$ cat src/hw/cpu_defines.svh
/* Widths and instruction encodings of the core.
   Included by every RTL file that decodes or sizes an instruction field. */
`ifndef CPU_DEFINES_SVH
`define CPU_DEFINES_SVH

`define DATA_WIDTH      16
`define REG_INDEX_BITS  3
`define RAM_ADDR_BITS   8
`define NOP_WORD        15'h42C0    // addnv r0, r0

// ALU opcodes, 10 to 15 pass a
`define ALU_ADD   4'd0
`define ALU_ADDC  4'd1
`define ALU_SUB   4'd2
`define ALU_SUBC  4'd3
`define ALU_MUL   4'd4
`define ALU_AND   4'd5
`define ALU_OR    4'd6
`define ALU_XOR   4'd7
`define ALU_SHL   4'd8
`define ALU_SHR   4'd9

// register form, non-ALU
`define OP_LOAD   4'd0
`define OP_STORE  4'd1
`define OP_MOVE   4'd2
`define OP_JUMP   4'd12

// immediate sub-opcode bases, each followed by r0 to r5
`define IMM_MOVH  5'd6
`define IMM_MOVL  5'd12
`define IMM_MOVF  5'd18
`define IMM_END   5'd24

`define COND_EQ   4'd0
`define COND_NE   4'd1
`define COND_GT   4'd2
`define COND_LT   4'd3
`define COND_GE   4'd4
`define COND_LE   4'd5
`define COND_CS   4'd6
`define COND_CC   4'd7
`define COND_MI   4'd8
`define COND_PL   4'd9
`define COND_AL   4'd10
`define COND_NV   4'd11
`define COND_VS   4'd12
`define COND_VC   4'd13
`define COND_HI   4'd14
`define COND_LS   4'd15

`define REG_SP    3'd6
`define REG_IP    3'd7

`endif
$ cat src/hw/cpuPkg.sv
/* Types shared by the core modules and the reference model.
   Referenced by scoped name, cpuPkg::instrWord and so on. */
`default_nettype none

`include "cpu_defines.svh"

package cpuPkg;

    typedef struct packed {
        logic       coproc;
        logic       isAlu;
        logic [3:0] opcode;
        logic [3:0] cond;
        logic [`REG_INDEX_BITS-1:0] rd;     // destination or first operand
        logic [`REG_INDEX_BITS-1:0] rs;
    } regFormFields;

    typedef struct packed {
        logic       coproc;
        logic       isAlu;
        logic [4:0] immOp;
        logic [7:0] imm;
        logic       spare;
    } immFormFields;

    // one instruction word, two decodings
    typedef union packed {
        regFormFields regForm;
        immFormFields immForm;
    } instrWord;

    // carry sits in bit 0 of the flag word read by movf
    typedef struct packed {
        logic zero;
        logic overflow;
        logic sign;
        logic carry;
    } aluFlags;

    typedef struct packed {
        logic [`DATA_WIDTH-1:0] value;
        aluFlags                flags;
    } aluOut;

    typedef struct packed {
        logic                       enable;
        logic [`REG_INDEX_BITS-1:0] index;
        logic [`DATA_WIDTH-1:0]     data;
    } regWrite;

    typedef struct packed {
        logic                      writeEnable;
        logic [`RAM_ADDR_BITS-1:0] address;
        logic [`DATA_WIDTH-1:0]    data;
    } memRequest;

endpackage

`default_nettype wire

$ cat src/hw/registerFile.sv
/* Eight registers r0 to r5, sp and ip, with two operand reads and a peek read.
   Host writes win; otherwise write-back and the ip update are applied. */
`timescale 1ns/1ps
`default_nettype none

`include "cpu_defines.svh"

module registerFile (
    input  logic                               clock,
    input  logic                               rstN,
    input  logic [`REG_INDEX_BITS-1:0]         firstSel,
    input  logic [`REG_INDEX_BITS-1:0]         secondSel,
    input  logic [`REG_INDEX_BITS-1:0]         peekSel,
    input  cpuPkg::regWrite                    write,
    input  logic [(1 << `REG_INDEX_BITS)-1:0]  regChoose,
    input  logic [`DATA_WIDTH-1:0]             regData,
    input  logic [`DATA_WIDTH-1:0]             ipNext,
    input  logic                               ipLoad,
    output logic [`DATA_WIDTH-1:0]             firstData,
    output logic [`DATA_WIDTH-1:0]             secondData,
    output logic [`DATA_WIDTH-1:0]             peekData,
    output logic [`DATA_WIDTH-1:0]             ipValue
);

    logic [`DATA_WIDTH-1:0] regs [(1 << `REG_INDEX_BITS)];
    logic                   writesIp;

    assign writesIp = write.enable && (write.index == `REG_IP);

    always_ff @(posedge clock) begin
        if (!rstN) begin
            for (int i = 0; i < (1 << `REG_INDEX_BITS); i++) begin
                regs[i] <= '0;
            end
        end else if (|regChoose) begin
            // one-hot in use, but every set bit is honoured
            for (int i = 0; i < (1 << `REG_INDEX_BITS); i++) begin
                if (regChoose[i]) begin
                    regs[i] <= regData;
                end
            end
        end else begin
            if (write.enable) begin
                regs[write.index] <= write.data;
            end
            if (ipLoad && !writesIp) begin
                regs[`REG_IP] <= ipNext;    // write to ip replaces increment
            end
        end
    end

    assign firstData  = regs[firstSel];
    assign secondData = regs[secondSel];
    assign peekData   = regs[peekSel];
    assign ipValue    = regs[`REG_IP];

endmodule

`default_nettype wire

$ cat config.mk
export PLATFORM = sky130hd
export DESIGN_NAME = registerFile
export DESIGN_NICKNAME = d
export VERILOG_FILES = /design/src/hw/cpuPkg.sv /design/src/hw/registerFile.sv
export VERILOG_INCLUDE_DIRS = /design/src /design/src/hw
export SDC_FILE = /design/constraint.sdc
export NUM_CORES = 1
export LEC_CHECK = 0
export ABC_AREA = 0
export ABC_CLOCK_PERIOD_IN_PS = 4100
export BUFFER_PORTS_ARGS = -buffer_cell sky130_fd_sc_hd__buf_2
export CELL_PAD_IN_SITES_DETAIL_PLACEMENT = 2
export CELL_PAD_IN_SITES_GLOBAL_PLACEMENT = 2
export CORE_ASPECT_RATIO = 0.6
export CORE_MARGIN = 4
export CORE_UTILIZATION = 30
export CTS_BUF_LIST = sky130_fd_sc_hd__clkbuf_16
export DETAILED_ROUTE_END_ITERATION = 8
export PLACE_DENSITY_LB_ADDON = 0.1
export SYNTH_ARGS = -nofsm -noshare
export SYNTH_HDL_FRONTEND = slang
export SYNTH_SLANG_ARGS = --single-unit
$ cat constraint.sdc
create_clock -name clock -period 4.1 [get_ports clock]
set_clock_uncertainty 0.1 [all_clocks]
set_input_delay 0.82 -clock clock [delete_from_list [all_inputs] [get_ports clock]]
set_output_delay 0.82 -clock clock [all_outputs]
set_load 0.005 [all_outputs]
Word level (Yosys, flattened, before mapping)
Memory sizes are Yosys's and may differ from the RTL's.
Cells that the tools add are included.

cells by class
  eq/ne operators = 1
  multiplexer cells = 53
  bitwise logic cells = 9
  reductions and logical operators = 5

operators by type and width
  kind                                        count
  two-way mux 16 bit                          10
  two-way mux 1 bit                           42
  OR reduction 16 bit                         1
  OR 1 bit                                    9
  OR reduction 8 bit                          1
  equality test 3 bit, second input constant  1
  two-way mux 3 bit                           1
  logical AND 1 bit                           2
  logical NOT 1 bit                           1

word-level totals
  flip-flop bits (word level) = 0
  RAM bits = 128
  input port bits = 72
  output and inout bits = 64
  word-level logic and storage cells = 69
  memories = 1

memory list
  memory  depth  bits a word  read ports  clocked after Yosys merged registers in  write ports  line                text
  regs    8      16           4           0                                        8            registerFile.sv:25  logic [`DATA_WIDTH-1:0] regs [(1 << `REG_INDEX_BITS)];

Depth between registers and ports, before layout
  depth after elaboration = 9
  depth in mapped cells = 7

Worst setup path before layout
Ideal clock, no wire load.

  path type = input -> output
  start = input firstSel[0]
  end = output firstData[0]
  arrival time = 2.406 ns
  slack = 0.774 ns
  stages = 4
  path buffers = 2
  cells stage by stage = clkbuf_1 > buf_1 > mux4_2 > mux2_2

between the ends
  longest elaborated chain between the ends = 1

ends and longest elaborated chain
  what                 line                text
  start, declared      registerFile.sv:11  input logic [`REG_INDEX_BITS-1:0] firstSel,
  memory (8 x 16 bit)  -
  end, declared        registerFile.sv:19  output logic [`DATA_WIDTH-1:0] firstData,

No other way between the ends.

Worst setup path after layout
  start = input firstSel[0]
  end = output firstData[2]

The elaborated chain is that of the path after synthesis.

==> flow_metrics.tcl <==
set metrics [dict create \
    outcome "completed" \
    cts_buffers 17 \
    cts.sinks 128 \
    clkPwrFrac_pct 37.7 \
    port_buffers 135 \
    layout-drive-gt1-share_pct 49.04 \
    grt_pass1_wl_mm 52.31 \
    antenna_found_initial 0 \
    period_needed_ns 3.215 \
    avgViaCountPerCell 6.140 \
    hold_depth 3 \
    synth_seq_area_share_pct 43.84 \
    remaining_drc_errors 0 \
    worst_ep_required_time_ns 3.18 \
    fmax_mhz 311.0 \
    reg_top3 "regs x128" \
    syn2layout_area_growth_pct 18.65 \
    cp-end-kind "primary output" \
    tightest_slew_ns 0.9243 \
    drt_iter0_drc 676 \
    arrival_ns 2.30 \
    initial_core_util_pct 30.48 \
    min-delay-start "write[0]" \
    power_mw 3.960 \
    first_pass_iters 5 \
    critPathBufInv 3 \
    die_x_um 228.7 \
    post-dp-hpwl_mm 25.39 \
    critical_path.cell_chain "buf_2, buf_12, mux4_2, mux2_2, buf_2" \
    utilization_pct 36.16 \
    hold-path-endpoint "regs[6][0]" \
    switching_share_pct 28.09 \
    cts.repair.resized 0 \
    path_max_fanout 32 \
    setup_violations 0 \
    final-max-slew-violation-count 0 \
    cp_slowest_cell "mux4_2" \
    ir_worst_vdd_mv 0.2560 \
    post-cts-setup-buffer-count 0 \
    layout.nets 788 \
    largest_register_ffs 128 \
    gr-total-overflow 0 \
    syn_inst 634 \
    final_antenna_net_count 0 \
    p_leak_nw 3.794 \
    drv_cap 0 \
    cts_root_buf "clkbuf_16" \
    hold_path.class "in -> reg" \
    die_h_um 140.4 \
    rows 48 \
    clock_path_buffers 2 \
    syn_area_per_cell_um2 13.83 \
    core_area_mm2 0.02877 \
    power_frac_seq_pct 42.3 \
    io_pins 136 \
    fp.dieArea_mm2 0.03211 \
    h-tree-depth 4 \
    gp_congestion 0.7815 \
    vias 6791 \
    rsz0062_at_grt "no" \
    ys_ff_latch 128 \
    ys_types 31 \
    min_period_over_period_pct 78.42 \
    grt_pass1_vias 7233 \
    power_switching_mw 1.112 \
    cts_hold_buf 0 \
    clkTransAtPathRegs_ns 0.06 \
    grt_start_max_net_pins 65 \
    largest-register "regs" \
    synth_edf_count 128 \
    ys_warn_count 0 \
    relSlewSlack_pct 37.91 \
    crit_family "multiplexers" \
    critPathMaxStageDelay_ns 0.59 \
    cell_internal_pwr_mw 2.847 \
    wire_per_inst_um 33.11 \
    path_class "in -> out" \
    fin_cells 1106 \
    syn_nets 706 \
    fin_tns_setup_ns 0 \
    finalWirelength_mm 36.62 \
    netlist_area_mm2 0.008767 \
    grt_usage_pct 22.58 \
    start_kind "primary input" \
    synth-main-ff-cell "edfxtp_1" \
    powerDensity_mw_per_mm2 380.6 \
    power_frac_comb_pct 20.1 \
    final-hold-violation-count 0 \
    async_reset_ff_share_pct 0 \
    dp.cells 1072 \
    cts_tree "done" \
    cpMostUsedCell "buf_2" \
]
cell usage after synthesis, types with 3 or more instances:
cell / n / area (um^2)
edfxtp_1: 128 / 3844
a22o_1: 96 / 840.8
mux4_2: 96 / 2162
clkbuf_1: 60 / 225.2
mux2_2: 48 / 540.5
nand2_1: 35 / 131.4
o21ai_0: 31 / 155.2
buf_1: 28 / 105.1
nand3_1: 17 / 85.08
a211oi_1: 16 / 120.1
nor2_1: 16 / 60.06
nor4_1: 16 / 100.1
buf_2: 8 / 40.04
or3b_2: 7 / 61.31
and2_1: 4 / 25.02
nor2_4: 4 / 45.04
or4_1: 3 / 22.52
or4_4: 3 / 33.78
metrics by stage:
stage	hold slack, ns	cell area [um^2]	worst slack, ns
floorplan	1.073	8767	0.7742
CTS	0.7057	10400	0.8843
global placement	1.137	9824	0.6453
global route	0.7176	10400	0.8379
detailed placement	1.151	9824	0.5939
finish	0.7186	10400	0.8849
cell type report:
type | instances | area, um^2
Fill cell | 2863 | 18370
Multi-Input combinational cell | 406 | 4529
Sequential cell | 128 | 3844
Timing Repair Buffer | 162 | 978.4
Tap cell | 375 | 469.2
Clock buffer | 17 | 425.4
Clock inverter | 14 | 145.1
Antenna cell | 3 | 7.507
Inverter | 1 | 3.754
cells by family after synthesis:
family | Yosys count | synth area share (%)
DFF | 128 | 43.84
AOI/OAI and AO/OA | 144 | 12.79
muxes | 144 | 30.83
and+or+nand+nor | 118 | 8.049
buffers and inverters | 100 | 4.495
tightest hold or removal path: stages:
cell,delay (ns)
buf_2,0.18
nand2_1,0.06
o21ai_0,0.07
metal layers:
metal	share of wire, %	vias up	GRT usage [%]
met3	6.9	30	5.854
met5	0	-	0
met1	47	3707	31.81
met2	45	252	35.18
li1	-	2802	-
met4	1.3	0	5.214
how the worst max path moves through the flow:
stage,slack (ns),endpoint,cells past startpoint,from
finish,0.88,firstData[2],5,firstSel[0]
global route,0.84,firstData[13],5,firstSel[0]
CTS,0.88,firstData[13],5,firstSel[0]
detailed placement,0.59,regs[7][10],6,regChoose[7]
global placement,0.65,regs[7][8],6,regChoose[7]
floorplan,0.77,firstData[0],4,firstSel[0]
power by group through the flow:
stage	registers, mW	clock network [mW]	logic (mW)
after floorplan	1.64	0	0.472
after global placement	1.68	0	0.778
after detailed placement	1.70	0	0.791
after CTS	1.67	1.50	0.795
after global routing	1.69	1.56	0.839
final	1.67	1.49	0.795
placed cells by master (no fill, tap or decap), drive strengths merged:
| cell type | count |
|---|---|
| bufinv | 2 |
| inv | 1 |
| nand2b | 2 |
| nand3 | 17 |
| mux4 | 96 |
| buf | 162 |
| nor2 | 21 |
| and2 | 6 |
| edfxtp | 128 |
| nand2 | 35 |
| clkinv | 5 |
| or4 | 6 |
| or3b | 7 |
| and4 | 1 |
| mux2 | 48 |
| nor4 | 18 |
| a22o | 96 |
| nand4b | 1 |
| or4b | 1 |
| diode | 3 |
| o21ai | 32 |
| a211oi | 16 |
| clkinvlp | 7 |
| clkbuf | 17 |
| nand3b | 1 |
| nor3 | 2 |
Power figures use the tool's default switching activity.
