[src/hw/cpu_defines.svh]
/* Widths and instruction encodings of the core.
   Included by every RTL file that decodes or sizes an instruction field. */
`ifndef CPU_DEFINES_SVH
`define CPU_DEFINES_SVH

`define DATA_WIDTH      16
`define REG_INDEX_BITS  3
`define RAM_ADDR_BITS   8
`define NOP_WORD        15'h42C0    // addnv r0, r0

// ALU opcodes, 10 to 15 pass a
`define ALU_ADD   4'd0
`define ALU_ADDC  4'd1
`define ALU_SUB   4'd2
`define ALU_SUBC  4'd3
`define ALU_MUL   4'd4
`define ALU_AND   4'd5
`define ALU_OR    4'd6
`define ALU_XOR   4'd7
`define ALU_SHL   4'd8
`define ALU_SHR   4'd9

// register form, non-ALU
`define OP_LOAD   4'd0
`define OP_STORE  4'd1
`define OP_MOVE   4'd2
`define OP_JUMP   4'd12

// immediate sub-opcode bases, each followed by r0 to r5
`define IMM_MOVH  5'd6
`define IMM_MOVL  5'd12
`define IMM_MOVF  5'd18
`define IMM_END   5'd24

`define COND_EQ   4'd0
`define COND_NE   4'd1
`define COND_GT   4'd2
`define COND_LT   4'd3
`define COND_GE   4'd4
`define COND_LE   4'd5
`define COND_CS   4'd6
`define COND_CC   4'd7
`define COND_MI   4'd8
`define COND_PL   4'd9
`define COND_AL   4'd10
`define COND_NV   4'd11
`define COND_VS   4'd12
`define COND_VC   4'd13
`define COND_HI   4'd14
`define COND_LS   4'd15

`define REG_SP    3'd6
`define REG_IP    3'd7

`endif
[src/hw/cpuPkg.sv]
/* Types shared by the core modules and the reference model.
   Referenced by scoped name, cpuPkg::instrWord and so on. */
`default_nettype none

`include "cpu_defines.svh"

package cpuPkg;

    typedef struct packed {
        logic       coproc;
        logic       isAlu;
        logic [3:0] opcode;
        logic [3:0] cond;
        logic [`REG_INDEX_BITS-1:0] rd;     // destination or first operand
        logic [`REG_INDEX_BITS-1:0] rs;
    } regFormFields;

    typedef struct packed {
        logic       coproc;
        logic       isAlu;
        logic [4:0] immOp;
        logic [7:0] imm;
        logic       spare;
    } immFormFields;

    // one instruction word, two decodings
    typedef union packed {
        regFormFields regForm;
        immFormFields immForm;
    } instrWord;

    // carry sits in bit 0 of the flag word read by movf
    typedef struct packed {
        logic zero;
        logic overflow;
        logic sign;
        logic carry;
    } aluFlags;

    typedef struct packed {
        logic [`DATA_WIDTH-1:0] value;
        aluFlags                flags;
    } aluOut;

    typedef struct packed {
        logic                       enable;
        logic [`REG_INDEX_BITS-1:0] index;
        logic [`DATA_WIDTH-1:0]     data;
    } regWrite;

    typedef struct packed {
        logic                      writeEnable;
        logic [`RAM_ADDR_BITS-1:0] address;
        logic [`DATA_WIDTH-1:0]    data;
    } memRequest;

endpackage

`default_nettype wire

[src/hw/instructionProcessor.sv]
/* Decode and sequencing of the core, two cycles per instruction.
   The decode edge registers operands and condition, the execute edge commits. */
`timescale 1ns/1ps
`default_nettype none

`include "cpu_defines.svh"

module instructionProcessor (
    input  logic                               clock,
    input  logic                               rstN,
    input  logic [`DATA_WIDTH-1:0]             romData,
    input  logic [(1 << `REG_INDEX_BITS)-1:0]  regChoose,
    input  logic [`DATA_WIDTH-1:0]             firstData,
    input  logic [`DATA_WIDTH-1:0]             secondData,
    input  logic [`DATA_WIDTH-1:0]             ipValue,
    input  cpuPkg::aluOut                      aluResult,
    input  logic [`DATA_WIDTH-1:0]             ramQ,
    output logic [`REG_INDEX_BITS-1:0]         firstSel,
    output logic [`REG_INDEX_BITS-1:0]         secondSel,
    output logic [`DATA_WIDTH-1:0]             aluA,
    output logic [`DATA_WIDTH-1:0]             aluB,
    output logic [3:0]                         aluSel,
    output logic                               carryIn,
    output cpuPkg::memRequest                  memReq,
    output cpuPkg::regWrite                    write,
    output logic [`DATA_WIDTH-1:0]             ipNext,
    output logic                               ipLoad,
    output logic [`DATA_WIDTH-2:0]             instructionOut
);

    cpuPkg::instrWord               fetched;
    cpuPkg::instrWord               current;    // word under execute
    cpuPkg::aluFlags                flags;
    logic                           phase;      // 0 decode, 1 execute
    logic                           started;
    logic                           hostStall;
    logic                           condNow;
    logic                           condOk;
    logic                           cinNow;
    logic                           flagUpdate;
    logic                           jumpTaken;
    logic [4:0]                     baseNow;
    logic [4:0]                     baseExec;
    logic [`REG_INDEX_BITS-1:0]     destNow;
    logic [`REG_INDEX_BITS-1:0]     destReg;

    // movh/movl/movf base of an immediate word, 0 for anything else
    function automatic logic [4:0] immBase(input cpuPkg::instrWord w);
        logic [4:0] op;
        op = w.immForm.immOp;
        if (w.immForm.coproc || w.immForm.isAlu || op < `IMM_MOVH || op >= `IMM_END) begin
            return 5'd0;
        end
        if (op >= `IMM_MOVF) begin
            return `IMM_MOVF;
        end
        if (op >= `IMM_MOVL) begin
            return `IMM_MOVL;
        end
        return `IMM_MOVH;
    endfunction

    function automatic logic condHolds(input logic [3:0] cond, input cpuPkg::aluFlags f);
        case (cond)
            `COND_EQ: return f.zero;
            `COND_NE: return !f.zero;
            `COND_GT: return !f.zero && (f.sign == f.overflow);
            `COND_LT: return f.sign != f.overflow;
            `COND_GE: return f.sign == f.overflow;
            `COND_LE: return f.zero || (f.sign != f.overflow);
            `COND_CS: return f.carry;
            `COND_CC: return !f.carry;
            `COND_MI: return f.sign;
            `COND_PL: return !f.sign;
            `COND_AL: return 1'b1;
            `COND_VS: return f.overflow;
            `COND_VC: return !f.overflow;
            `COND_HI: return f.carry && !f.zero;
            `COND_LS: return !f.carry || f.zero;
            default:  return 1'b0;  // NV
        endcase
    endfunction

    assign fetched   = romData;
    assign hostStall = |regChoose;

    always_comb begin
        baseNow = immBase(fetched);
        if (baseNow != 5'd0) begin
            destNow = `REG_INDEX_BITS'(fetched.immForm.immOp - baseNow);
        end else begin
            destNow = fetched.regForm.rd;
        end
        condNow = condHolds(fetched.regForm.cond, flags);
        cinNow  = fetched.regForm.isAlu && (fetched.regForm.opcode == `ALU_ADDC
                  || fetched.regForm.opcode == `ALU_SUBC) && flags.carry;
    end

    assign firstSel  = destNow;
    assign secondSel = fetched.regForm.rs;

    // store lands at the decode edge, a load's read is issued there too
    assign memReq.writeEnable = started && !phase && !hostStall
                             && !fetched.regForm.coproc && !fetched.regForm.isAlu
                             && (fetched.regForm.opcode == `OP_STORE) && condNow;
    assign memReq.address     = secondData[`RAM_ADDR_BITS-1:0];
    assign memReq.data        = firstData;

    always_comb begin
        baseExec     = immBase(current);
        write.enable = 1'b0;
        write.index  = destReg;
        write.data   = aluResult.value;
        flagUpdate   = 1'b0;
        jumpTaken    = 1'b0;
        if (phase && !current.regForm.coproc) begin
            if (current.regForm.isAlu) begin
                write.enable = condOk;
                flagUpdate   = condOk;
            end else if (baseExec == `IMM_MOVH) begin
                write.enable = 1'b1;
                write.data   = {current.immForm.imm, aluA[7:0]};
            end else if (baseExec == `IMM_MOVL) begin
                write.enable = 1'b1;
                write.data   = {aluA[`DATA_WIDTH-1:8], current.immForm.imm};
            end else if (baseExec == `IMM_MOVF) begin
                write.enable = 1'b1;
                write.data   = {{(`DATA_WIDTH-4){1'b0}}, flags};
            end else begin
                case (current.regForm.opcode)
                    `OP_LOAD: begin
                        write.enable = condOk;
                        write.data   = ramQ;
                    end
                    `OP_MOVE: begin
                        write.enable = condOk;
                        write.data   = aluB;
                    end
                    `OP_JUMP: jumpTaken = condOk;
                    default:  jumpTaken = 1'b0;     // store done at decode, rest nop
                endcase
            end
        end
        ipNext = jumpTaken ? aluA : ipValue + `DATA_WIDTH'd1;
    end

    assign ipLoad = phase;

    always_ff @(posedge clock) begin
        if (!rstN) begin
            phase          <= 1'b0;
            started        <= 1'b0;
            flags          <= '0;
            instructionOut <= `NOP_WORD;
        end else if (hostStall) begin
            phase <= 1'b0;  // drop pending work, restart at decode
        end else if (!started) begin
            started <= 1'b1;
        end else if (!phase) begin
            phase <= 1'b1;
        end else begin
            phase          <= 1'b0;
            instructionOut <= current.regForm.coproc ? current[`DATA_WIDTH-2:0] : `NOP_WORD;
            if (flagUpdate) begin
                flags <= aluResult.flags;
            end
        end
    end

    // decode registers, reloaded at every edge while in decode
    always_ff @(posedge clock) begin
        if (!phase) begin
            current <= fetched;
            destReg <= destNow;
            aluA    <= firstData;
            aluB    <= secondData;
            aluSel  <= fetched.regForm.opcode;
            carryIn <= cinNow;
            condOk  <= condNow;
        end
    end

endmodule

`default_nettype wire

[config.mk]
export PLATFORM = sky130hd
export DESIGN_NAME = instructionProcessor
export DESIGN_NICKNAME = d
export VERILOG_FILES = /design/src/hw/cpuPkg.sv /design/src/hw/instructionProcessor.sv
export VERILOG_INCLUDE_DIRS = /design/src /design/src/hw
export SDC_FILE = /design/constraint.sdc
export NUM_CORES = 1
export LEC_CHECK = 0
export BUFFER_PORTS_ARGS = -buffer_cell sky130_fd_sc_hd__buf_2
export CORE_ASPECT_RATIO = 2
export CORE_UTILIZATION = 50
export CTS_CLUSTER_SIZE = 20
export DETAILED_ROUTE_END_ITERATION = 8
export GPL_TIMING_DRIVEN = 0
export PLACE_DENSITY = 0.87
export SETUP_SLACK_MARGIN = 0.15
export SYNTH_ARGS = -nofsm -noshare
export SYNTH_HDL_FRONTEND = slang
export SYNTH_SLANG_ARGS = --single-unit
[constraint.sdc]
create_clock -name clock -period 4.3 [get_ports clock]
set_input_delay 0.43 -clock clock [delete_from_list [all_inputs] [get_ports clock]]
set_output_delay 0.43 -clock clock [all_outputs]
set_load 0.01 [all_outputs]
== Yosys cells after proc, flatten, opt, wreduce, memory -nomap -nowiden ==
Index checks and enable logic that the tools add are counted.

* Register bits: 78
* Bits of input ports: 110
* Output and inout port bits: 120

* $add $sub $neg: 2
* Magnitude comparators: 8
* Eq/ne operators: 23
* Muxes and demuxes: 49
* Bitwise gates (word level): 2
* Reductions and logical operators: 37

{| class="wikitable"
|+ Operators with widths
! kind !! count
|-
| 2-to-1 mux 16 bit || 6
|-
| 2-to-1 mux 5 bit || 12
|-
| == test 4 bit, second input constant || 8
|-
| one-hot mux 16 bit (2 select lines) || 1
|-
| 2-to-1 mux 1 bit || 27
|-
| greater-or-equal comparator 5 bit, second input constant || 4
|-
| adder 16 x 1 -> 16 bit, second input constant || 1
|-
| == test 4 x 2 -> 1 bit, second input constant || 4
|-
| == test 4 x 3 -> 1 bit, second input constant || 4
|-
| 2-to-1 mux 15 bit || 1
|-
| one-hot mux 1 bit (15 select lines) || 1
|-
| logical AND 1 bit || 11
|-
| greater-or-equal comparator 5 x 4 -> 1 bit, second input constant || 2
|-
| < comparator 5 x 3 -> 1 bit, second input constant || 2
|-
| logical NOT 1 bit || 9
|-
| logical OR 1 bit || 9
|-
| OR reduction 9 bit || 1
|-
| == test 4 x 1 -> 1 bit, second input constant || 2
|-
| logical NOT 4 bit || 2
|-
| OR reduction 8 bit || 1
|-
| == test 5 x 3 -> 1 bit, second input constant || 1
|-
| == test 5 x 4 -> 1 bit, second input constant || 1
|-
| == test 5 bit, second input constant || 1
|-
| nonzero test 5 bit || 1
|-
| other kinds (8) || 9
|}

== Longest topological paths before layout ==
* Depth in word-level cells: 17
* Depth in mapped cells: 8
* Mapped depth without buffers: 6

== Worst setup path after synthesis ==
OpenSTA, ideal clock, no wires.

* Path type: register to output
* From: reg aluSel[2] (netlist name)
* To: out write[14] in the netlist's numbering
* Arrival time: 1.739 ns
* Data required time: 3.870 ns
* Path slack: 2.131 ns
* Cell stages (with the launch flop): 8
* Path buffers: 2
* Path through: edfxtp_1 buf_4 nand2b_1 o32a_1 nor2_1 buf_2 a211oi_1 o21ai_0

{| class="wikitable"
|+ RTL lines
! what !! RTL line !! text
|-
| end: declaration || instructionProcessor.sv:25 || <nowiki>output cpuPkg::regWrite write,</nowiki>
|}

==> run metrics <==
final setup fails 0; count of different cell masters after synthesis 56; vias 4,639; worst vdd ir 0.327 mV; RSZ-0062 raised after global routing no; IO Pins 230; first-pass GRT wire length 23.0 mm; most frequent cells in the layout 238 x buf_2, 53 x edfxtp_1, 47 x nand2_1; Initial Util 51.6%; ANT nets after route 0; post-layout util 70.4%; DRC Markers 0; final worst hold slack 0.273 ns; H-tree lvl count 3; clk root buf clkbuf_16; CP max stage delay 0.38 ns; Design Power 1.93 mW; Area growth syn-to-layout 36.3%; Worst Hold Class in -> reg; via/cell ratio 5.75; Avg Inst Size Synth 9.61 um2; site row count 48; Most used DFF post-synth edfxtp_1; slowest CP cell a211oi_1; chip width 68.6 um; initial drt markers 375; fin worst setup slack 1.26 ns; Yosys reg bits 74; Worst Path Arrival 2.61 ns; Placed Instance Area 5720 um2; dpl hpwl 12.1 mm; CTS Hold Bufs 0; Setup WS pre-CTS 1.73 ns; maxcap violations 0; total negative slack 0 ns; Worst-path clk slew 0.06 ns; die area 9270 um2; DR WL/cell 19.1 um; # port buffers 229; Syn. warnings 0; Peak Freq 329 MHz; ANT cells 0; power density over the cells 320 nW/um2; Critical Path End Type output pin; post-CTS resize count 0; GP Congestion 0.927; most common cell after layout, fill and taps aside buf_2; pin count of the biggest net entering global routing 30; Post-CTS Setup Inserts 0; clk buf depth 2; crit start category register; nets 814; vias in the first global route 4,649; min cycle time layout 3.04 ns; clk sink count 74; Final Hold Viols 0; Layout Cells excl Fill 807; Clock Skew 0.00621 ns; drt first pass iters 5; Post-synth EDFFs 53; max-slew violation count 0; Buffers & Inverters on Critical Path 4; CP Max Fanout 10; Fillers 688; final wirelength 15.4 mm; Mapped Area 4430 um2; CP Data Required Time 3.87 ns; Leak 2.73 nW; layout cell share with drive strength beyond 1 43.6%; overflow left after global routing 0; fin crit share 70.6%; CP Class reg -> out; post-synthesis sequential area ratio 45.4%; CTS tree yes; run status complete, no violations; Die Span Y 135 um; total CTS buffers 9; Slew HR 55.7%; clock latency on the worst-skew pair 0.33 ns; Worst-Margin Slew 0.664 ns; GRT Total Usage 34.4%; CP Cell Sequence clkbuf_1, buf_4, nand3b_1, a211oi_1, buf_2, a211oi_1, o21ai_0, buf_2; DP Cell Count 791; initial antenna violation count 0; Core ar. 8590 um2; syn_nets 573; cell area after layout 6040 um2; Syn Inst Count 461; Async SR Flop Fraction 0%; cell family with most CP delay buffers and inverters
## state kept, by name, indices dropped and copies added, names as in the netlist
register / flops
flags: 4
aluB: 16
instructionOut: 15
destReg: 3
current: 13
started: 1
condOk: 1
aluSel: 3
carryIn: 1
ipLoad: 1
aluA: 16
## power by group
group / internal, mW / leakage [nW] / switching, mW
Combinational: 0.143 / 1.85 / 0.156
Clock: 0.523 / 0.155 / 0.294
Sequential: 0.792 / 0.732 / 0.0256
Total: 1.46 / 2.73 / 0.476
## cell usage after synthesis, types with 7 or more instances
master | count | share of area, %
a211oi_1 | 26 | 4.4
a21oi_1 | 21 | 2.4
buf_2 | 9 | 1.0
buf_4 | 36 | 6.1
clkbuf_1 | 13 | 1.1
dfxtp_1 | 21 | 9.5
edfxtp_1 | 53 | 36
inv_1 | 7 | 0.59
mux2i_1 | 20 | 4.5
nand2_1 | 47 | 4.0
nand3_1 | 20 | 2.3
nor2_1 | 37 | 3.1
o21ai_0 | 38 | 4.3
o21ai_1 | 7 | 0.79
xnor2_1 | 8 | 1.6
xor2_1 | 10 | 2.0
## area by class of cell
type                            instances  area [um2]  area share, %
Buffer                                 61         407           6.73
Clock buffer                           11         243           4.02
Clock inverter                          5        76.3           1.26
Inverter                                7        26.3          0.435
Multi-Input combinational cell        319        1990           32.9
Sequential cell                        74        2010           33.3
Tap cell                              100         125           2.07
Timing Repair Buffer                  230        1170           19.3
## logic make-up after synthesis
family / share of synthesized area [%]
and+or+nand+nor: 17.4
DFF: 45.4
buffers and inverters: 9.77
muxes: 5.28
adders and majority gates: 0.565
xor gates and xnor gates: 3.56
AOI/OAI and AO/OA: 18.0
## worst reg2reg max path: cells and delay by family (launching register included)
kind	cells	cell delay, ns
DFF	1	0.35
buffers and inverters	1	0.24
muxes	1	0.22
and+or+nand+nor	4	0.71
## layer usage
| layer | up-vias | GRT usage [%] | wire length [um] |
|---|---|---|---|
| met5 | - | 0 | 0 |
| met3 | 85 | 11.3 | 1090 |
| met4 | 0 | 27.8 | 972 |
| li1 | 2135 | - | - |
| met2 | 275 | 57.2 | 8310 |
| met1 | 2144 | 32.7 | 5080 |
## final timing paths
kind	startpoint	to	slack [ns]	cells past startpoint
max reg2reg	current[15]$_DFFE_PN_	flags[0]$_SDFFE_PN0P_	2.67	6
min	secondData[8]	aluB[8]$_DFFE_PN_	0.27	1
min reg2reg	instructionOut[13]$_SDFFE_PN0P_	instructionOut[13]$_SDFFE_PN0P_	0.46	2
max	aluSel[1]$_DFFE_PN_	write[15]	1.26	8
(Power assumes the default switching activity.)
