### src/hw/cpu_defines.svh
/* Widths and instruction encodings of the core.
   Included by every RTL file that decodes or sizes an instruction field. */
`ifndef CPU_DEFINES_SVH
`define CPU_DEFINES_SVH

`define DATA_WIDTH      16
`define REG_INDEX_BITS  3
`define RAM_ADDR_BITS   8
`define NOP_WORD        15'h42C0    // addnv r0, r0

// ALU opcodes, 10 to 15 pass a
`define ALU_ADD   4'd0
`define ALU_ADDC  4'd1
`define ALU_SUB   4'd2
`define ALU_SUBC  4'd3
`define ALU_MUL   4'd4
`define ALU_AND   4'd5
`define ALU_OR    4'd6
`define ALU_XOR   4'd7
`define ALU_SHL   4'd8
`define ALU_SHR   4'd9

// register form, non-ALU
`define OP_LOAD   4'd0
`define OP_STORE  4'd1
`define OP_MOVE   4'd2
`define OP_JUMP   4'd12

// immediate sub-opcode bases, each followed by r0 to r5
`define IMM_MOVH  5'd6
`define IMM_MOVL  5'd12
`define IMM_MOVF  5'd18
`define IMM_END   5'd24

`define COND_EQ   4'd0
`define COND_NE   4'd1
`define COND_GT   4'd2
`define COND_LT   4'd3
`define COND_GE   4'd4
`define COND_LE   4'd5
`define COND_CS   4'd6
`define COND_CC   4'd7
`define COND_MI   4'd8
`define COND_PL   4'd9
`define COND_AL   4'd10
`define COND_NV   4'd11
`define COND_VS   4'd12
`define COND_VC   4'd13
`define COND_HI   4'd14
`define COND_LS   4'd15

`define REG_SP    3'd6
`define REG_IP    3'd7

`endif
### src/hw/cpuPkg.sv
/* Types shared by the core modules and the reference model.
   Referenced by scoped name, cpuPkg::instrWord and so on. */
`default_nettype none

`include "cpu_defines.svh"

package cpuPkg;

    typedef struct packed {
        logic       coproc;
        logic       isAlu;
        logic [3:0] opcode;
        logic [3:0] cond;
        logic [`REG_INDEX_BITS-1:0] rd;     // destination or first operand
        logic [`REG_INDEX_BITS-1:0] rs;
    } regFormFields;

    typedef struct packed {
        logic       coproc;
        logic       isAlu;
        logic [4:0] immOp;
        logic [7:0] imm;
        logic       spare;
    } immFormFields;

    // one instruction word, two decodings
    typedef union packed {
        regFormFields regForm;
        immFormFields immForm;
    } instrWord;

    // carry sits in bit 0 of the flag word read by movf
    typedef struct packed {
        logic zero;
        logic overflow;
        logic sign;
        logic carry;
    } aluFlags;

    typedef struct packed {
        logic [`DATA_WIDTH-1:0] value;
        aluFlags                flags;
    } aluOut;

    typedef struct packed {
        logic                       enable;
        logic [`REG_INDEX_BITS-1:0] index;
        logic [`DATA_WIDTH-1:0]     data;
    } regWrite;

    typedef struct packed {
        logic                      writeEnable;
        logic [`RAM_ADDR_BITS-1:0] address;
        logic [`DATA_WIDTH-1:0]    data;
    } memRequest;

endpackage

`default_nettype wire

### src/hw/alu.sv
/* Combinational ALU of the core.
   Gives the result and the carry, sign, overflow and zero flags for aluSel. */
`timescale 1ns/1ps
`default_nettype none

`include "cpu_defines.svh"

module alu (
    input  logic [`DATA_WIDTH-1:0] a,
    input  logic [`DATA_WIDTH-1:0] b,
    input  logic [3:0]             aluSel,
    input  logic                   carryIn,
    output cpuPkg::aluOut          result
);

    logic [`DATA_WIDTH:0]       wide;       // top bit is carry or borrow
    logic [2*`DATA_WIDTH-1:0]   product;
    logic [`DATA_WIDTH-1:0]     value;
    logic                       carry;
    logic                       overflow;

    assign product = a * b;

    always_comb begin
        wide     = '0;
        value    = a;
        carry    = 1'b0;
        overflow = 1'b0;
        case (aluSel)
            `ALU_ADD, `ALU_ADDC: begin
                wide     = {1'b0, a} + {1'b0, b} + {{`DATA_WIDTH{1'b0}}, carryIn};
                value    = wide[`DATA_WIDTH-1:0];
                carry    = wide[`DATA_WIDTH];
                overflow = (a[`DATA_WIDTH-1] == b[`DATA_WIDTH-1])
                        && (value[`DATA_WIDTH-1] != a[`DATA_WIDTH-1]);
            end
            `ALU_SUB, `ALU_SUBC: begin
                wide     = {1'b0, a} - {1'b0, b} - {{`DATA_WIDTH{1'b0}}, carryIn};
                value    = wide[`DATA_WIDTH-1:0];
                carry    = wide[`DATA_WIDTH];   // borrow
                overflow = (a[`DATA_WIDTH-1] != b[`DATA_WIDTH-1])
                        && (value[`DATA_WIDTH-1] != a[`DATA_WIDTH-1]);
            end
            `ALU_MUL: begin
                value = product[`DATA_WIDTH-1:0];
                carry = |product[2*`DATA_WIDTH-1:`DATA_WIDTH];
            end
            `ALU_AND: value = a & b;
            `ALU_OR:  value = a | b;
            `ALU_XOR: value = a ^ b;
            `ALU_SHL: begin
                value = {a[`DATA_WIDTH-2:0], 1'b0};
                carry = a[`DATA_WIDTH-1];
            end
            `ALU_SHR: begin
                value = {1'b0, a[`DATA_WIDTH-1:1]};
                carry = a[0];
            end
            default: value = a;     // pass
        endcase
    end

    assign result.value = value;
    assign result.flags = '{
        zero:     (value == '0),
        overflow: overflow,
        sign:     value[`DATA_WIDTH-1],
        carry:    carry
    };

endmodule

`default_nettype wire

### config.mk
export PLATFORM = sky130hd
export DESIGN_NAME = alu
export DESIGN_NICKNAME = d
export VERILOG_FILES = /design/src/hw/cpuPkg.sv /design/src/hw/alu.sv
export VERILOG_INCLUDE_DIRS = /design/src /design/src/hw
export SDC_FILE = /design/constraint.sdc
export NUM_CORES = 1
export LEC_CHECK = 0
export ABC_AREA = 1
export BUFFER_PORTS_ARGS = -buffer_cell sky130_fd_sc_hd__buf_2
export CAP_MARGIN = 20
export CORE_MARGIN = 2
export CORE_UTILIZATION = 61
export DETAILED_ROUTE_END_ITERATION = 12
export GPL_TIMING_DRIVEN = 0
export PLACE_DENSITY = 0.86
export SLEW_MARGIN = 40
export SYNTH_ARGS = -nofsm -noshare
export SYNTH_HDL_FRONTEND = slang
export SYNTH_SLANG_ARGS = --single-unit
### constraint.sdc
create_clock -name vclk -period 9.9
set_input_delay 1.485 -clock vclk [all_inputs]
set_output_delay 1.485 -clock vclk [all_outputs]
set_load 0.005 [all_outputs]
Yosys cells after proc, flatten, opt, wreduce, memory -nomap -nowiden. Index checks and enable logic that the tools add are counted.

Multiplexer cells: 3. $lt $le $gt $ge: 0. $add $sub $neg: 4. Reduce and logical (&&, ||, !) cells: 7. Multiply operators: 1. Bitwise logic cells: 3. Div/mod/pow operators: 0. Equality and inequality tests: 13. Shifts and indexed selects: 0.

Operator list (count): 16-bit case mux with 8 select lines (1); 16-bit by 16-bit multiplier with 32-bit output (1); 16-bit by 16-bit adder with 17-bit output (1); 17-bit by 1-bit adder with 17-bit output (1); 16-bit by 16-bit subtractor with 17-bit output (1); 17-bit by 1-bit subtractor with 17-bit output (1); 16-bit AND (1); 4-bit by 3-bit == test with 1-bit output, second input constant (4); 16-bit zero test (1); 16-bit OR (1); 16-bit OR reduction (1); 16-bit XOR (1); 4-bit by 2-bit == test with 1-bit output, second input constant (2); 4-bit == test, second input constant (2); 1-bit case mux with 5 select lines (1); 4-bit by 1-bit == test with 1-bit output, second input constant (1); 4-bit zero test (1); 2-bit OR reduction (2); 1-bit != test (3); 1-bit logical AND (2); 1-bit case mux with 2 select lines (1); 1-bit == test (1).

Memories kept: 0. Bits in latches: 0. Output and inout bits: 20. Bits of input ports: 37. Register bits after elaboration: 0. Bits in writable memories: 0. Logic and storage cells: 31. ROM bits: 0.

Longest topological paths before layout. Gate-level depths: netlist of the first run.

Depth after elaboration: 5. Gate-level depth with buffers: 34. Mapped depth without buffers: 31.

Worst setup path after synthesis of the first run. Ideal clock, no wire load.

Path type: input-to-output. From: input a[11]. To: output result[0] (netlist name). Stages: 27. Arrival time: 6779 ps. Path buffers: 3. Setup slack: 1636 ps. Path through: clkbuf_1 clkbuf_1 nand2_1 fa_1 fa_1 inv_1 fa_1 fa_1 fa_1 inv_1 fa_1 inv_1 ha_1 a21oi_1 a21boi_0 nand3_1 nand3_1 nand2_1 nand2_1 nand2_1 nor2_1 nand2_1 nor2_1 nand2_1 nand2_1 nand2_1 buf_4.

Word-level cells in the longest chain between the ends: 3. Elaborated cells between the ends (all ways): 7. Those cells by class: 4 x add/sub; 1 x mul; 1 x mux; 1 x reduce/logical.

Ends and longest elaborated chain: from (decl) (RTL line alu.sv:9) `` input logic [`DATA_WIDTH-1:0] a, ``; 16-bit by 16-bit multiplier with 32-bit output (tied with other cells) (RTL line alu.sv:22) `assign product = a * b;`; 16-bit OR reduction (tied with other cells) (RTL line alu.sv:46) `` carry = |product[2*`DATA_WIDTH-1:`DATA_WIDTH]; ``; 1-bit case mux with 5 select lines * (RTL line alu.sv:29) `case (aluSel)`; to (decl) (RTL line alu.sv:13) `output cpuPkg::aluOut result`.

Mark *: on every way between the ends. The rest lies on a longest branch, timed or not.

Worst setup path after layout of the first run.
From: input b[1]. To: output result[0] (netlist name).

Word-level cells in the longest chain between the ends: 3. Elaborated cells between the ends (all ways): 7. Those cells by class: 4 x add/sub; 1 x mul; 1 x mux; 1 x reduce/logical.

Ends and longest elaborated chain: from (decl) (RTL line alu.sv:10) `` input logic [`DATA_WIDTH-1:0] b, ``; 16-bit by 16-bit multiplier with 32-bit output (tied with other cells) (RTL line alu.sv:22); 16-bit OR reduction (tied with other cells) (RTL line alu.sv:46); 1-bit case mux with 5 select lines * (RTL line alu.sv:29).

Marks and branches as above.

==> impl_metrics.ini, run 1 <==
[timing]
grt_setup_unrepaired = no
timing.fmax_ghz = 0.103
relSlewSlack = 0.482
worstMarginPinSlew_ps = 771
setup_viol = 0
hold_viol_final = 0
period_minus_slack_ps = 9700
timing.final.max_slew_violations = 0
period_share = 0.980

[setup_path]
crit_path_start_kind = input port
cp.arrival_ps = 8220
crit_fanout = 10
critPathRequiredTime_ps = 8420
critPathKind = in2out
crit_path_end_kind = primary output

[synthesis]
syn_avg_cell_area_um2 = 6.49
yosysWarnings = 0
synth_top_cell_by_area = fa_1
syn-cell-area_mm2 = 0.0125
ys_top_cells_by_area = fa_1 32%, nand2_1 17%, ha_1 17%
ys_seq_area_frac = 0
synth.distinct_cells = 35
synth_top_area_frac = 0.316
syn_inst = 1934
syn_nets = 2335

[floorplanning]
die_h_um = 147
rows = 52
start_util = 0.620
pin_count = 57
die_width_um = 147
core_area_mm2 = 0.0202
dieArea_mm2 = 0.0217

[cells_and_area]
drive_gt1_frac = 0.0519
antenna_cells = 0
final_cell_mix = 557 x nand2_1, 513 x inv_1, 198 x fa_1
seq_area_um2 = 0
area_delta_synth_final_pct = 5.02
final_cells = 2253
final_common_cell = nand2_1
fin_nets = 2386
post-route-util = 0.651
n_fill_cell = 1859
flops_and_latches = 0
nClkBuffers = 0

[drt]
drtIter0Drc = 961
antenna_left = 0
routed_wl_um = 38000
vias = 12400
wl_per_cell_um = 16.9
via_per_inst = 5.49
drc = 0
dr.pass1.iters = 8

[min_path]
min_delay_path_depth = 5
holdCritStartpoint = a[13]
hold_end = result[17]
hp-class = in2out

[global_routing]
grtUsageTotal = 0.357
grt_pass1_wl_um = 61700
grt_pass1_vias = 12400
grt_use_met3 = 0.0571
grt_start_max_net_pins = 15
use_met2 = 0.603
busiest_layer = met2
antenna_found_initial = 0
grt_use_met1 = 0.449
grt-ovfl-total = 0

[placed_design]
io_buffers = 57
dp_hpwl_um = 32500
gp_congestion = 1.00
placed_cells = 2261

[cts]
ctsHoldBuffers = 0

[power]
powerDensity_mw_per_mm2 = 343
ir_worst_vdd_uv = 617
p_leak_nw = 8.09

[status]
status = finished clean

[job]
drv_cap = 0
worst max-delay path: stages:
cell      delay [ps]
buf_2             90
clkbuf_1         420
clkbuf_2         380
nand2_1          130
fa_1             520
fa_1             540
inv_1             50
fa_1             500
fa_1             510
fa_1             490
inv_1             50
fa_1             480
inv_1             50
ha_1             340
a21oi_1          300
a21boi_1         430
nand3_1          310
nand2_1          170
a21o_1           120
nand2_1           40
nor2_1            80
nand2_1           50
nor2_1           160
nand2_1          120
nand2_1           90
nand2_1           70
buf_4            130
buf_2            110
final cells by class:
class	count	area [µm²]	share of cell area
Inverter	514	1930	0.146
Buffer	68	343	0.0260
Timing Repair Buffer	57	285	0.0217
Tap cell	270	338	0.0256
Multi-Input combinational cell	1344	10300	0.780
repair_timing:
action                                  in CTS  in global routing
buffers inserted                             0                  0
hold endpoints to repair                     0                  0
gates resized for setup                      8                 43
pin swaps                                    0                  0
endpoints found under the setup margin       1                  2
gates cloned                                 0                  0
worst max-delay path by stage:
| stage | startpoint | end | slack [ps] | cells past startpoint |
|---|---|---|---|---|
| final | b[1] | result[0] | 200 | 28 |
| after global routing | b[8] | result[0] | 0.01 | 33 |
| after CTS | b[1] | result[0] | 20 | 28 |
| after detailed placement | a[8] | result[0] | -240 | 29 |
| after global placement | a[8] | result[0] | -160 | 29 |
| after floorplan | a[11] | result[0] | 1640 | 27 |
cells by family (layout without fill, tap and decap cells):
| kind of cell | after synthesis | in the layout | share of synthesized area |
|---|---|---|---|
| AO/OA/AOI/OAI | 132 | 132 | 0.0584 |
| AND/OR/NAND/NOR | 835 | 835 | 0.270 |
| buffers and inverters | 590 | 639 | 0.181 |
| XOR/XNOR | 13 | 13 | 0.00908 |
| adder cells (fa/ha/maj) | 364 | 364 | 0.481 |
power by group:
part           switching (W)  internal, W
Clock                      0            0
Sequential                 0            0
Combinational        0.00294      0.00158
Total                0.00294      0.00158
synth_stat cells (2+ instances only):
cell	n
inv_1	513
a21oi_1	58
nand4_1	16
ha_1	166
fa_1	198
o221ai_1	2
o21ai_0	33
o21bai_1	5
buf_1	2
xor2_1	3
buf_6	4
nand2_1	557
nand3_1	104
buf_4	6
nor3_1	17
xnor2_1	10
clkbuf_1	63
o22ai_1	21
a21boi_0	2
o21a_1	2
nor2_4	2
nor2_1	125
nand3b_1	8
o21ai_1	3
nand2_2	3
a21o_1	2
metal layers:
layer | wire, µm | vias up | share of wire
met5 | 0 | - | 0
met4 | 2180 | 0 | 0.057
met3 | 4060 | 158 | 0.11
met2 | 17700 | 688 | 0.46
met1 | 14100 | 5734 | 0.37
li1 | - | 5798 | -
metrics by stage:
step | area (µm²) | power (W) | TNS (ps) | worst slack, ps | hold WS (ps)
detailed placement | 13200 | 0.00438 | -240 | -240 | 3610
global placement | 13200 | 0.00429 | -161 | -161 | 3610
floorplan | 12500 | 0.00323 | 0 | 1640 | 3250
finish | 13200 | 0.00452 | 0 | 197 | 3610
CTS | 13200 | 0.00441 | 0 | 18.7 | 3600
global route | 13200 | 0.00508 | 0 | 0.0142 | 3610
Note: power is estimated with default switching activity, not from simulation.
==> run 2: changes to the inputs <==
ABC_CLOCK_PERIOD_IN_PS = 9900   (was default)
RECOVER_POWER = 100   (was default)
==> run 2 against run 1 <==
Compared with the run above: core utilization about the same; flip-flop and latch count did not move; critical path depth unchanged; sequential share of layout area did not move; non-clock buffer count stayed put; largest power group unchanged.
==> impl_metrics.ini, run 2 (synthesis gave the netlist of run 1 again) <==
[floorplanning]
dieArea_mm2 = 0.0217
die_h_um = 147
rows = 52
die_width_um = 147
core_area_mm2 = 0.0202
start_util = 0.620
pin_count = 57

[global_routing]
grt_use_met3 = 0.0571
grt-ovfl-total = 0
use_met2 = 0.603
antenna_found_initial = 0
busiest_layer = met2
grt_use_met1 = 0.449
grt_pass1_vias = 12400
grt_start_max_net_pins = 15
grtUsageTotal = 0.357
grt_pass1_wl_um = 61700

[setup_path]
crit_path_frequent_cell = nand2_1
cp_slowest_cell = fa_1
critPathRequiredTime_ps = 8420
crit_fanout = 10
startpoint = b[9]
critPathKind = in2out
crit_path_start_kind = input port
cpPeakStageDelay_ps = 580
cp.arrival_ps = 8210
endpoint = result[0]
crit_path_end_kind = primary output

[min_path]
hp-class = in2out

[drt]
vias = 12400
antenna_left = 0
routed_wl_um = 37900
drc = 0
via_per_inst = 5.52
drtIter0Drc = 998
wl_per_cell_um = 16.8
dr.pass1.iters = 7

[timing]
relSlewSlack = 0.493
timing.hold.ws_ps = 3600
timing.fmax_ghz = 0.103
tns_ps = 0
hold_viol_final = 0
setup_viol = 0
period_minus_slack_ps = 9700
period_share = 0.980
grt_setup_unrepaired = no
timing.final.max_slew_violations = 0
worstMarginPinSlew_ps = 755

[cells_and_area]
antenna_cells = 0
seq_area_um2 = 0
nClkBuffers = 0
final_cell_mix = 557 x nand2_1, 513 x inv_1, 198 x fa_1
n_fill_cell = 1863
multi_input_area_mm2 = 0.0103
drive_gt1_frac = 0.0489
fin_nets = 2386
flops_and_latches = 0
area_delta_synth_final_pct = 4.96
final_common_cell = nand2_1

[power]
powerDensity_mw_per_mm2 = 343
p_leak_nw = 8.07
ir_worst_vdd_uv = 624
fin_total_pwr_w = 0.00452

[cts]
ctsHoldBuffers = 0
cts_setup_buffers = 0
cts_resized = 8

[placed_design]
io_buffers = 57
gp_congestion = 1.00
dp_hpwl_um = 32500

[status]
status = finished clean

[job]
drv_cap = 0
-- run 2: final cells by class --
class | count | share of cell area
Tap cell | 270 | 0.0257
Multi-Input combinational cell | 1344 | 0.781
Timing Repair Buffer | 57 | 0.0211
Buffer | 68 | 0.0260
Inverter | 514 | 0.147
-- run 2: through the flow --
stage               setup slack [ps]  cells   util  cell area [µm²]
finish                           201   2253  0.651            13200
global route                  0.0142   2253  0.651            13200
CTS                             18.7   2259  0.651            13200
detailed placement              -240   2261  0.651            13200
global placement                -161   2261  0.651            13200
floorplan                       1640   1934      -            12500
-- run 2: layer usage --
layer | wire, µm | part of all wire
met5 | 0 | 0
met4 | 2250 | 0.059
met3 | 4000 | 0.11
met2 | 17600 | 0.47
met1 | 14000 | 0.37
-- run 2: how the worst min path moves through the flow --
| stage | from | to | depth (start not counted) |
|---|---|---|---|
| finish | a[8] | result[12] | 4 |
| global route | a[5] | result[9] | 4 |
| global placement | a[13] | result[17] | 5 |
| floorplan | aluSel[1] | result[15] | 4 |
| detailed placement | a[13] | result[17] | 5 |
| CTS | a[8] | result[12] | 4 |
-- run 2: power by group --
part           total, W  internal (W)  switching [W]
clock network         0             0              0
logic           0.00452       0.00158        0.00294
registers             0             0              0
total           0.00452       0.00158        0.00294
-- run 2: worst max-delay path: cells and delay by family --
kind,cells,cell delay [ps]
fa+ha+maj,7,3410
compound gates,1,400
xor+xnor,1,140
simple gates,11,1350
buf+inv,8,1410
